[src/lsu_pkg.sv]
// Load pipeline shared definitions
// Data and address widths, cache chunk geometry, access size,
// sign flag and exception codes used across the EX1 to EX3 stages

`default_nettype none

package lsu_pkg;

  // --------------------------------------------------------------------------
  // Widths
  // --------------------------------------------------------------------------
  localparam int XLEN       = 64;
  localparam int DW_BYTES   = 8;
  localparam int DW_OFS_W   = $clog2(DW_BYTES);
  localparam int LINE_BYTES = 16;
  localparam int LINE_OFS_W = $clog2(LINE_BYTES);
  localparam int RD_IDX_W   = 5;

  typedef logic [XLEN-1:0]     xlen_t;
  typedef logic [DW_BYTES-1:0] lane_mask_t;

  // --------------------------------------------------------------------------
  // Encodings
  // --------------------------------------------------------------------------
  // Access size in bytes is 1 << size
  typedef enum logic [1:0] {
    SIZE_B  = 2'b00,
    SIZE_H  = 2'b01,
    SIZE_W  = 2'b10,
    SIZE_DW = 2'b11
  } size_e;

  typedef enum logic {
    SIGN_U = 1'b0,
    SIGN_S = 1'b1
  } sign_t;

  // RISC-V mcause numbering
  typedef enum logic [3:0] {
    EXC_NONE               = 4'd0,
    EXC_LOAD_ADDR_MISALIGN = 4'd4
  } except_e;

endpackage

`default_nettype wire

[src/lsu_agen.sv]
// EX1 address generation
// Adds base and offset, checks natural alignment for the access size,
// builds the expected byte-lane mask and issues the L1D chunk read

`default_nettype none

module lsu_agen (
  input  wire logic               i_valid,
  input  wire lsu_pkg::xlen_t     i_base,
  input  wire lsu_pkg::xlen_t     i_offset,
  input  wire lsu_pkg::size_e     i_size,

  output lsu_pkg::xlen_t          o_vaddr,
  output logic                    o_misaligned,
  output lsu_pkg::lane_mask_t     o_lane_mask,

  output logic                    o_l1d_rd_valid,
  output lsu_pkg::xlen_t          o_l1d_rd_addr
);

  // No translation, so this also serves as the physical address
  assign o_vaddr = i_base + i_offset;

  // --------------------------------------------------------------------------
  // Alignment and lane mask
  // --------------------------------------------------------------------------
  always_comb begin
    case (i_size)
      lsu_pkg::SIZE_B: begin
        o_misaligned = 1'b0;
        o_lane_mask  = 8'h01;
      end
      lsu_pkg::SIZE_H: begin
        o_misaligned = o_vaddr[0];
        o_lane_mask  = 8'h03;
      end
      lsu_pkg::SIZE_W: begin
        o_misaligned = |o_vaddr[1:0];
        o_lane_mask  = 8'h0f;
      end
      default: begin
        // Doubleword
        o_misaligned = |o_vaddr[2:0];
        o_lane_mask  = 8'hff;
      end
    endcase
  end

  // --------------------------------------------------------------------------
  // L1D read request
  // --------------------------------------------------------------------------
  // A misaligned load goes straight to the exception path
  assign o_l1d_rd_valid = i_valid & ~o_misaligned;

  // Chunk aligned, the offset inside the chunk is applied in EX2
  assign o_l1d_rd_addr = {o_vaddr[lsu_pkg::XLEN-1:lsu_pkg::LINE_OFS_W],
                          {lsu_pkg::LINE_OFS_W{1'b0}}};

endmodule

`default_nettype wire

[src/lsu_load_align.sv]
// EX2 load data alignment
// Selects the doubleword out of the L1D chunk, merges store-forwarded
// bytes over it, decides replay on a miss that forwarding did not cover,
// and extends the result to XLEN by size and sign

`default_nettype none

module lsu_load_align (
  input  wire logic                                  i_valid,
  input  wire logic                                  i_misaligned,
  input  wire lsu_pkg::xlen_t                        i_vaddr,
  input  wire lsu_pkg::size_e                        i_size,
  input  wire logic                                  i_sign,
  input  wire lsu_pkg::lane_mask_t                   i_lane_mask,

  input  wire logic [lsu_pkg::LINE_BYTES*8-1:0]      i_l1d_rd_data,
  input  wire logic                                  i_l1d_rd_miss,

  input  wire lsu_pkg::lane_mask_t                   i_fwd_mask,
  input  wire lsu_pkg::xlen_t                        i_fwd_data,

  output logic                                       o_fwd_check_valid,
  output lsu_pkg::lane_mask_t                        o_fwd_check_mask,
  output lsu_pkg::xlen_t                             o_load_data,
  output logic                                       o_replay
);

  logic [lsu_pkg::LINE_OFS_W-1:0]   w_line_ofs;
  logic [lsu_pkg::DW_OFS_W-1:0]     w_dw_ofs;
  logic [lsu_pkg::LINE_BYTES*8-1:0] w_line_shifted;
  lsu_pkg::xlen_t                   w_cache_data;
  lsu_pkg::lane_mask_t              w_fwd_mask;
  lsu_pkg::xlen_t                   w_fwd_data;
  lsu_pkg::xlen_t                   w_merged;
  logic                             w_fwd_full;
  logic                             w_load_ok;
  logic                             w_top_bit;
  logic                             w_fill;

  assign w_line_ofs = i_vaddr[lsu_pkg::LINE_OFS_W-1:0];
  assign w_dw_ofs   = i_vaddr[lsu_pkg::DW_OFS_W-1:0];
  assign w_load_ok  = i_valid & ~i_misaligned;

  // --------------------------------------------------------------------------
  // Forward check request
  // --------------------------------------------------------------------------
  // Mask is in doubleword lanes, as the store side sees memory
  assign o_fwd_check_valid = w_load_ok;
  assign o_fwd_check_mask  = i_lane_mask << w_dw_ofs;

  // --------------------------------------------------------------------------
  // Byte-lane alignment and merge
  // --------------------------------------------------------------------------
  // Bring the first loaded byte down to lane 0 for both sources
  assign w_line_shifted = i_l1d_rd_data >> {w_line_ofs, 3'b000};
  assign w_cache_data   = w_line_shifted[lsu_pkg::XLEN-1:0];
  assign w_fwd_mask     = i_fwd_mask >> w_dw_ofs;
  assign w_fwd_data     = i_fwd_data >> {w_dw_ofs, 3'b000};

  // Store data is younger than the cache copy
  always_comb begin
    for (int b = 0; b < lsu_pkg::DW_BYTES; b++) begin
      w_merged[b*8 +: 8] = w_fwd_mask[b] ? w_fwd_data[b*8 +: 8] : w_cache_data[b*8 +: 8];
    end
  end

  // Unexpected lanes count as covered
  assign w_fwd_full = &(w_fwd_mask | ~i_lane_mask);
  assign o_replay   = w_load_ok & i_l1d_rd_miss & ~w_fwd_full;

  // --------------------------------------------------------------------------
  // Size masking and extension
  // --------------------------------------------------------------------------
  always_comb begin
    case (i_size)
      lsu_pkg::SIZE_B: w_top_bit = w_merged[7];
      lsu_pkg::SIZE_H: w_top_bit = w_merged[15];
      lsu_pkg::SIZE_W: w_top_bit = w_merged[31];
      default:         w_top_bit = w_merged[63];
    endcase
  end

  assign w_fill = (i_sign == lsu_pkg::SIGN_S) & w_top_bit;

  // Lanes outside the access get zero or sign fill
  always_comb begin
    for (int b = 0; b < lsu_pkg::DW_BYTES; b++) begin
      o_load_data[b*8 +: 8] = i_lane_mask[b] ? w_merged[b*8 +: 8] : {8{w_fill}};
    end
  end

endmodule

`default_nettype wire

[src/lsu_pipe.sv]
// Three-stage load pipeline
// EX1 forms the address and reads the L1D chunk, EX2 merges store
// forwarding and extends the data, EX3 reports write-back, a misaligned
// exception or a replay. A flush kills every stage in flight

`default_nettype none

module lsu_pipe #(
  parameter int TAG_W = 6
) (
  input  wire logic                                i_clk,
  input  wire logic                                i_reset_n,

  // EX0 issue
  input  wire logic                                i_ex0_valid,
  input  wire logic [TAG_W-1:0]                    i_ex0_tag,
  input  wire lsu_pkg::xlen_t                      i_ex0_base,
  input  wire lsu_pkg::xlen_t                      i_ex0_offset,
  input  wire lsu_pkg::size_e                      i_ex0_size,
  input  wire logic                                i_ex0_sign,
  input  wire logic [lsu_pkg::RD_IDX_W-1:0]        i_ex0_rd_idx,

  input  wire logic                                i_flush,

  // L1D read, request in EX1 and response in EX2
  output logic                                     o_l1d_rd_valid,
  output lsu_pkg::xlen_t                           o_l1d_rd_addr,
  input  wire logic [lsu_pkg::LINE_BYTES*8-1:0]    i_l1d_rd_data,
  input  wire logic                                i_l1d_rd_miss,

  // Store forwarding, answered in the same cycle
  output logic                                     o_fwd_check_valid,
  output lsu_pkg::xlen_t                           o_fwd_check_addr,
  output lsu_pkg::lane_mask_t                      o_fwd_check_mask,
  input  wire lsu_pkg::lane_mask_t                 i_fwd_mask,
  input  wire lsu_pkg::xlen_t                      i_fwd_data,

  // EX3 completion
  output logic                                     o_ex3_done,
  output logic [TAG_W-1:0]                         o_ex3_tag,
  output logic                                     o_ex3_wr_valid,
  output logic [lsu_pkg::RD_IDX_W-1:0]             o_ex3_rd_idx,
  output lsu_pkg::xlen_t                           o_ex3_wr_data,
  output logic                                     o_ex3_except_valid,
  output lsu_pkg::except_e                         o_ex3_except_type,
  output lsu_pkg::xlen_t                           o_ex3_except_tval,
  output logic                                     o_ex3_replay
);

  // --------------------------------------------------------------------------
  // Stage payloads
  // --------------------------------------------------------------------------
  typedef struct packed {
    logic [TAG_W-1:0]             tag;
    lsu_pkg::xlen_t               base;
    lsu_pkg::xlen_t               offset;
    lsu_pkg::size_e               size;
    lsu_pkg::sign_t               sign;
    logic [lsu_pkg::RD_IDX_W-1:0] rd_idx;
  } ex1_payload_t;

  typedef struct packed {
    logic [TAG_W-1:0]             tag;
    lsu_pkg::size_e               size;
    lsu_pkg::sign_t               sign;
    logic [lsu_pkg::RD_IDX_W-1:0] rd_idx;
    lsu_pkg::xlen_t               vaddr;
    logic                         misaligned;
    lsu_pkg::lane_mask_t          lane_mask;
  } ex2_payload_t;

  typedef struct packed {
    logic [TAG_W-1:0]             tag;
    logic [lsu_pkg::RD_IDX_W-1:0] rd_idx;
    lsu_pkg::xlen_t               data;
    logic                         except_valid;
    lsu_pkg::xlen_t               addr;
    logic                         replay;
  } ex3_payload_t;

  ex1_payload_t        w_ex1_next;
  ex1_payload_t        r_ex1;
  ex2_payload_t        w_ex2_next;
  ex2_payload_t        r_ex2;
  ex3_payload_t        w_ex3_next;
  ex3_payload_t        r_ex3;
  logic                r_ex1_valid;
  logic                r_ex2_valid;
  logic                r_ex3_valid;

  lsu_pkg::xlen_t      w_ex1_vaddr;
  logic                w_ex1_misaligned;
  lsu_pkg::lane_mask_t w_ex1_lane_mask;
  lsu_pkg::xlen_t      w_ex2_load_data;
  logic                w_ex2_replay;

  // --------------------------------------------------------------------------
  // EX0 to EX1
  // --------------------------------------------------------------------------
  always_comb begin
    w_ex1_next.tag    = i_ex0_tag;
    w_ex1_next.base   = i_ex0_base;
    w_ex1_next.offset = i_ex0_offset;
    w_ex1_next.size   = i_ex0_size;
    w_ex1_next.sign   = lsu_pkg::sign_t'(i_ex0_sign);
    w_ex1_next.rd_idx = i_ex0_rd_idx;
  end

  lsu_stage_reg #(.T_PAYLOAD(ex1_payload_t)) u_ex1_reg (
    .i_clk     (i_clk),
    .i_reset_n (i_reset_n),
    .i_valid   (i_ex0_valid),
    .i_kill    (i_flush),
    .i_payload (w_ex1_next),
    .o_valid   (r_ex1_valid),
    .o_payload (r_ex1)
  );

  // --------------------------------------------------------------------------
  // EX1
  // --------------------------------------------------------------------------
  lsu_agen u_agen (
    .i_valid        (r_ex1_valid),
    .i_base         (r_ex1.base),
    .i_offset       (r_ex1.offset),
    .i_size         (r_ex1.size),
    .o_vaddr        (w_ex1_vaddr),
    .o_misaligned   (w_ex1_misaligned),
    .o_lane_mask    (w_ex1_lane_mask),
    .o_l1d_rd_valid (o_l1d_rd_valid),
    .o_l1d_rd_addr  (o_l1d_rd_addr)
  );

  always_comb begin
    w_ex2_next.tag        = r_ex1.tag;
    w_ex2_next.size       = r_ex1.size;
    w_ex2_next.sign       = r_ex1.sign;
    w_ex2_next.rd_idx     = r_ex1.rd_idx;
    w_ex2_next.vaddr      = w_ex1_vaddr;
    w_ex2_next.misaligned = w_ex1_misaligned;
    w_ex2_next.lane_mask  = w_ex1_lane_mask;
  end

  lsu_stage_reg #(.T_PAYLOAD(ex2_payload_t)) u_ex2_reg (
    .i_clk     (i_clk),
    .i_reset_n (i_reset_n),
    .i_valid   (r_ex1_valid),
    .i_kill    (i_flush),
    .i_payload (w_ex2_next),
    .o_valid   (r_ex2_valid),
    .o_payload (r_ex2)
  );

  // --------------------------------------------------------------------------
  // EX2
  // --------------------------------------------------------------------------
  // Forward check covers the whole doubleword holding the load
  assign o_fwd_check_addr = {r_ex2.vaddr[lsu_pkg::XLEN-1:lsu_pkg::DW_OFS_W],
                             {lsu_pkg::DW_OFS_W{1'b0}}};

  lsu_load_align u_load_align (
    .i_valid           (r_ex2_valid),
    .i_misaligned      (r_ex2.misaligned),
    .i_vaddr           (r_ex2.vaddr),
    .i_size            (r_ex2.size),
    .i_sign            (r_ex2.sign),
    .i_lane_mask       (r_ex2.lane_mask),
    .i_l1d_rd_data     (i_l1d_rd_data),
    .i_l1d_rd_miss     (i_l1d_rd_miss),
    .i_fwd_mask        (i_fwd_mask),
    .i_fwd_data        (i_fwd_data),
    .o_fwd_check_valid (o_fwd_check_valid),
    .o_fwd_check_mask  (o_fwd_check_mask),
    .o_load_data       (w_ex2_load_data),
    .o_replay          (w_ex2_replay)
  );

  always_comb begin
    w_ex3_next.tag          = r_ex2.tag;
    w_ex3_next.rd_idx       = r_ex2.rd_idx;
    w_ex3_next.data         = w_ex2_load_data;
    w_ex3_next.except_valid = r_ex2.misaligned;
    w_ex3_next.addr         = r_ex2.vaddr;
    w_ex3_next.replay       = w_ex2_replay;
  end

  lsu_stage_reg #(.T_PAYLOAD(ex3_payload_t)) u_ex3_reg (
    .i_clk     (i_clk),
    .i_reset_n (i_reset_n),
    .i_valid   (r_ex2_valid),
    .i_kill    (i_flush),
    .i_payload (w_ex3_next),
    .o_valid   (r_ex3_valid),
    .o_payload (r_ex3)
  );

  // --------------------------------------------------------------------------
  // EX3 completion
  // --------------------------------------------------------------------------
  assign o_ex3_done         = r_ex3_valid;
  assign o_ex3_tag          = r_ex3.tag;
  assign o_ex3_rd_idx       = r_ex3.rd_idx;
  assign o_ex3_wr_data      = r_ex3.data;
  assign o_ex3_except_valid = r_ex3_valid & r_ex3.except_valid;
  assign o_ex3_except_type  = r_ex3.except_valid ? lsu_pkg::EXC_LOAD_ADDR_MISALIGN
                                                 : lsu_pkg::EXC_NONE;
  assign o_ex3_except_tval  = r_ex3.addr;
  assign o_ex3_replay       = r_ex3_valid & r_ex3.replay;

  // x0 is never written
  assign o_ex3_wr_valid = r_ex3_valid & ~r_ex3.except_valid & ~r_ex3.replay &
                          (r_ex3.rd_idx != '0);

endmodule

`default_nettype wire

[src/lsu_stage_reg.sv]
// Generic pipeline stage register
// Holds one valid bit and a payload of any packed type.
// A kill drops the valid bit at the clock edge

`default_nettype none

module lsu_stage_reg #(
  parameter type T_PAYLOAD = logic
) (
  input  wire logic     i_clk,
  input  wire logic     i_reset_n,

  input  wire logic     i_valid,
  input  wire logic     i_kill,
  input  wire T_PAYLOAD i_payload,

  output logic          o_valid,
  output T_PAYLOAD      o_payload
);

  // Valid bit, cleared on kill
  always_ff @(posedge i_clk or negedge i_reset_n) begin
    if (!i_reset_n) begin
      o_valid <= 1'b0;
    end else begin
      o_valid <= i_valid & ~i_kill;
    end
  end

  // Payload only captured for a live entry
  always_ff @(posedge i_clk) begin
    if (i_valid) begin
      o_payload <= i_payload;
    end
  end

endmodule

`default_nettype wire

[config.mk]
export PLATFORM = sky130hd
export DESIGN_NAME = lsu_pipe
export DESIGN_NICKNAME = d
export VERILOG_FILES = /design/src/lsu_pkg.sv /design/src/lsu_agen.sv /design/src/lsu_load_align.sv /design/src/lsu_pipe.sv /design/src/lsu_stage_reg.sv
export SDC_FILE = /design/constraint.sdc
export NUM_CORES = 1
export LEC_CHECK = 0
export BUFFER_PORTS_ARGS = -buffer_cell sky130_fd_sc_hd__buf_2
export CAP_MARGIN = 20
export CORE_AREA = 3 3 244 246
export CTS_BUF_LIST = sky130_fd_sc_hd__clkbuf_16
export DETAILED_ROUTE_END_ITERATION = 10
export DIE_AREA = 0 0 247 249
export PLACE_DENSITY = 0.66
export SLEW_MARGIN = 20
export SYNTH_ARGS = -nofsm -noshare
export SYNTH_HDL_FRONTEND = slang
export SYNTH_SLANG_ARGS = --single-unit
[constraint.sdc]
create_clock -name i_clk -period 3.8 [get_ports i_clk]
set_input_delay 0.38 -clock i_clk [delete_from_list [all_inputs] [get_ports i_clk]]
set_output_delay 0.38 -clock i_clk [all_outputs]
set_load 0.02 [all_outputs]
==> out/qor.yml <==
reg2reg_setup_slack_ns: 0.14
finalClockSkew_ns: 0.0343
power.density_mw_per_mm2: 486
finalSetupViolCount: 31
drt_first_pass_iters: 6
worstPathArrival_ns: 3.95
synth.top_cell.area_share_pct: 46.5
gp_congestion: 0.933
cts-buffers-inserted: 42
yosysWarnings: 0
min_period_over_period_pct: 114
p_seq_share_pct: 34.8
clk_latency_ns: 0.58
min_path_type: "in -> reg"
synth.avg_cell_area_sq_um: 10.7
cap_violations: 0
die-area_sq_mm: 0.0615
crit_path_cell_trace: "ha_1 > and3_1 > a221oi_1 > o21ai_0 > a21oi_2 > o221ai_1 > a21oi_2 > o31ai_4 > a311oi_2 > buf_4 > o21ai_2 > xor2_1 > buf_4"
synthesis.area_sq_mm: 0.0236
setup-tns-final_ns: -6.61
antenna_found_initial: 23
vias: 20225
grt_first_pass_wirelength_um: 130000
pin_count: 632
crit_type: "reg -> out"
holdPathEnd: "u_ex1_reg.o_payload[90]"
cts-root-buf: "clkbuf_16"
yosys.area.top_type: "edfxtp_1"
gr-usage-met3_pct: 6.92
clock.fmax_ghz: 0.231
synth_edf_count: 365
initial_core_util_pct: 40.9
p_comb_share_pct: 36.7
r2r-start: "u_ex1_reg.o_payload[48]"
wirelength_um: 91100
worstMarginPinSlew_ns: 0.907
cp.required_ns: 3.42
synthTopCellsByArea: "edfxtp_1, buf_4, mux2i_1"
status: "complete, but fails checks"
post-route-util_pct: 52.6
core.rowCount: 88
violations: "setup timing"
dieHeight_um: 249
final.setup.worst_slack_ns: -0.528
placed_cell_area_sq_mm: 0.0259
fillCellCount: 4897
grt_max_degree: 101
drive_gt1_share_pct: 37.0
grt_setup_unrepaired: "yes"
design_area_sq_mm: 0.0303
ys_seq_elements: 368
synth_cell_types: 70
area_delta_synth_final_pct: 28.5
postSynth.asyncResetShare_pct: 0.815
p_clk_share_pct: 28.6
final-instance-count-excl-fill: 3545
die_x_um: 247
final_nets: 3150
vias_per_cell: 5.71
peakVddDrop_mv: 0.461
hp-start: "i_ex0_base[18]"
max_stage_delay_ns: 0.45
timing.rr.end: "u_ex2_reg.o_payload[65]"
reg2reg_depth: 14
ys_seq_area_share_pct: 46.8
cts_num_sinks: 368
slew_headroom_pct: 39.3
power_mw: 14.7
clockBufferDepth: 3
antenna_left: 0
dp_hpwl_um: 67300
groute.layer.met1.usage_pct: 31.7
cts_tree: "built"
worstSetupEndpointType: "primary output"
core_sq_mm: 0.0576
h-tree-depth: 2
drt_iter0_drc: 1994
slowest_stage: "ha_1"
dp.cells: 3286
grt.busiest_layer: "met2"
min_path_cells: 1
postSynthCellCount: 2195
internal_power_mw: 9.55
grt-ovfl-total: 0
p_switching_mw: 5.16
grt_pass1_vias: 20530
cp_max_fo: 8
layout_min_cycle_time_ns: 4.33
drv_slew: 0
leakage_nw: 12.5
track_usage_pct: 28.1
ys.flop_type: "edfxtp_1"
wl_per_cell_um: 25.7
power.share.switching_pct: 35.1
start_kind: "flip-flop"
hold_viol_final: 0
drc_errors: 0
port_buffers: 621
use_met2_pct: 49.9
clkTransAtPathRegs_ns: 0.06
cell type report:
| type | instances | area (sq um) | area share (%) |
|---|---|---|---|
| Sequential cell | 368 | 11000 | 36.5 |
| Multi-Input combinational cell | 1419 | 11000 | 36.2 |
| Timing Repair Buffer | 892 | 5830 | 19.3 |
| Clock buffer | 42 | 1050 | 3.47 |
| Tap cell | 765 | 957 | 3.16 |
| Clock inverter | 35 | 369 | 1.22 |
| Inverter | 16 | 60.1 | 0.198 |
| Antenna cell | 8 | 20.0 | 0.0661 |
worst max-delay path by stage:
stage,from,cells after the start,end
4_1_cts,u_ex1_reg.o_payload[72],15,o_l1d_rd_addr[56]
6_report,u_ex1_reg.o_payload[48],13,o_l1d_rd_addr[56]
3_5_place_dp,u_ex1_reg.o_payload[18],15,o_l1d_rd_addr[58]
2_1_floorplan,u_ex1_reg.o_payload[8],13,o_l1d_rd_addr[60]
3_3_place_gp,u_ex1_reg.o_payload[18],15,o_l1d_rd_addr[58]
5_1_grt,u_ex1_reg.o_payload[72],15,o_l1d_rd_addr[56]
kinds of logic (layout without fill, tap and decap cells):
group	Yosys count	in the layout	share of synthesized area, %
AO/OA/AOI/OAI	594	594	15.6
AND/OR/NAND/NOR	489	489	9.20
buffers and inverters	417	985	11.4
flip-flops	368	368	46.8
multiplexers	199	199	11.2
adder cells (fa/ha/maj)	64	64	3.43
XOR/XNOR	63	63	2.34
other	1	18	0.0159
sequential cells by signal, summed over array words and instances (netlist names):
register,flops
u_ex2_reg.o_payload,82
u_ex3_reg.o_payload,141
u_ex1_reg.o_valid,1
u_ex3_reg.o_valid,1
u_ex1_reg.o_payload,142
u_ex2_reg.o_valid,1
per-stage QoR:
stage / hold WS (ns) / setup WS (ns)
2_1_floorplan: 0.0844 / 0.143
3_3_place_gp: 0.195 / -0.299
3_5_place_dp: 0.200 / -0.330
4_1_cts: 0.000192 / -0.505
5_1_grt: 0.00915 / -0.580
6_report: 0.0216 / -0.528
synthesized netlist by cell type (4+ instances only):
cell and count:
o21bai_1 11, ha_1 63, xnor2_1 37, nor2b_1 33, o22a_1 5, clkbuf_1 67, a221oi_1 4, xor2_1 26
a22oi_1 9, o21ai_0 166, buf_1 18, o21a_1 11, o221ai_1 10, nand2b_1 8, o31ai_1 6, nand3_1 32
o211ai_1 22, nand2_1 257, buf_4 280, a211oi_1 44, mux2i_1 128, o21ai_1 7, and3_1 16, a221o_1 6
buf_2 32, mux2_2 22, nor2_1 78, nand4_1 11, mux4_2 49, a31oi_1 29, edfxtp_1 365, o22ai_1 11
a21o_1 43, a21oi_1 173, nor3_1 26, a2111o_1 12, and2_1 16, inv_1 13
power by group through the flow:
| stage | Combinational, mW | Sequential (mW) | Clock, mW |
|---|---|---|---|
| after CTS | 5.01 | 5.10 | 4.27 |
| after global routing | 5.68 | 5.14 | 4.44 |
| final | 5.39 | 5.11 | 4.20 |
| after global placement | 4.41 | 5.17 | 0 |
| after floorplan | 3.18 | 5.13 | 0 |
| after detailed placement | 4.44 | 5.18 | 0 |
metal layers:
| metal | part of all wire, % | routed length [um] | up-vias |
|---|---|---|---|
| met2 | 50 | 45900 | 1105 |
| met1 | 35 | 32200 | 9841 |
| met3 | 8.7 | 7910 | 241 |
| li1 | - | - | 9008 |
| met5 | 0.22 | 199 | - |
| met4 | 5.3 | 4870 | 30 |
layout by cell type (no fill, tap or decap), drive strengths merged, types with 12 or more instances in the layout:
master,count
clkbuf,42
inv,25
nand2,257
edfxtp,365
mux4,49
and2,16
nor2,78
xnor2,37
buf,761
and3,16
o211ai,22
nor3,27
nor2b,33
a31oi,30
o21ai,174
a21o,43
nand3,32
ha,63
clkinv,14
a211oi,44
a2111o,12
xor2,26
a21oi,174
dlygate4sd3,131
mux2i,128
mux2,22
worst max-delay path: cells and delay by family, from the launching register on:
family	cells	cell delay (ns)
AO/OA/AOI/OAI	8	1.69
adder cells (fa/ha/maj)	1	0.45
flip-flops	1	0.41
XOR/XNOR	1	0.21
buffers and inverters	2	0.37
AND/OR/NAND/NOR	1	0.24
timing repair:
action,CTS,global route
hold buffers,131,0
setup endpoints to repair,46,47
pin swaps,52,60
endpoints found under the hold margin,135,0
setup buffers,30,34
resized for setup,168,97
Note: power is estimated with default switching activity, not from simulation.
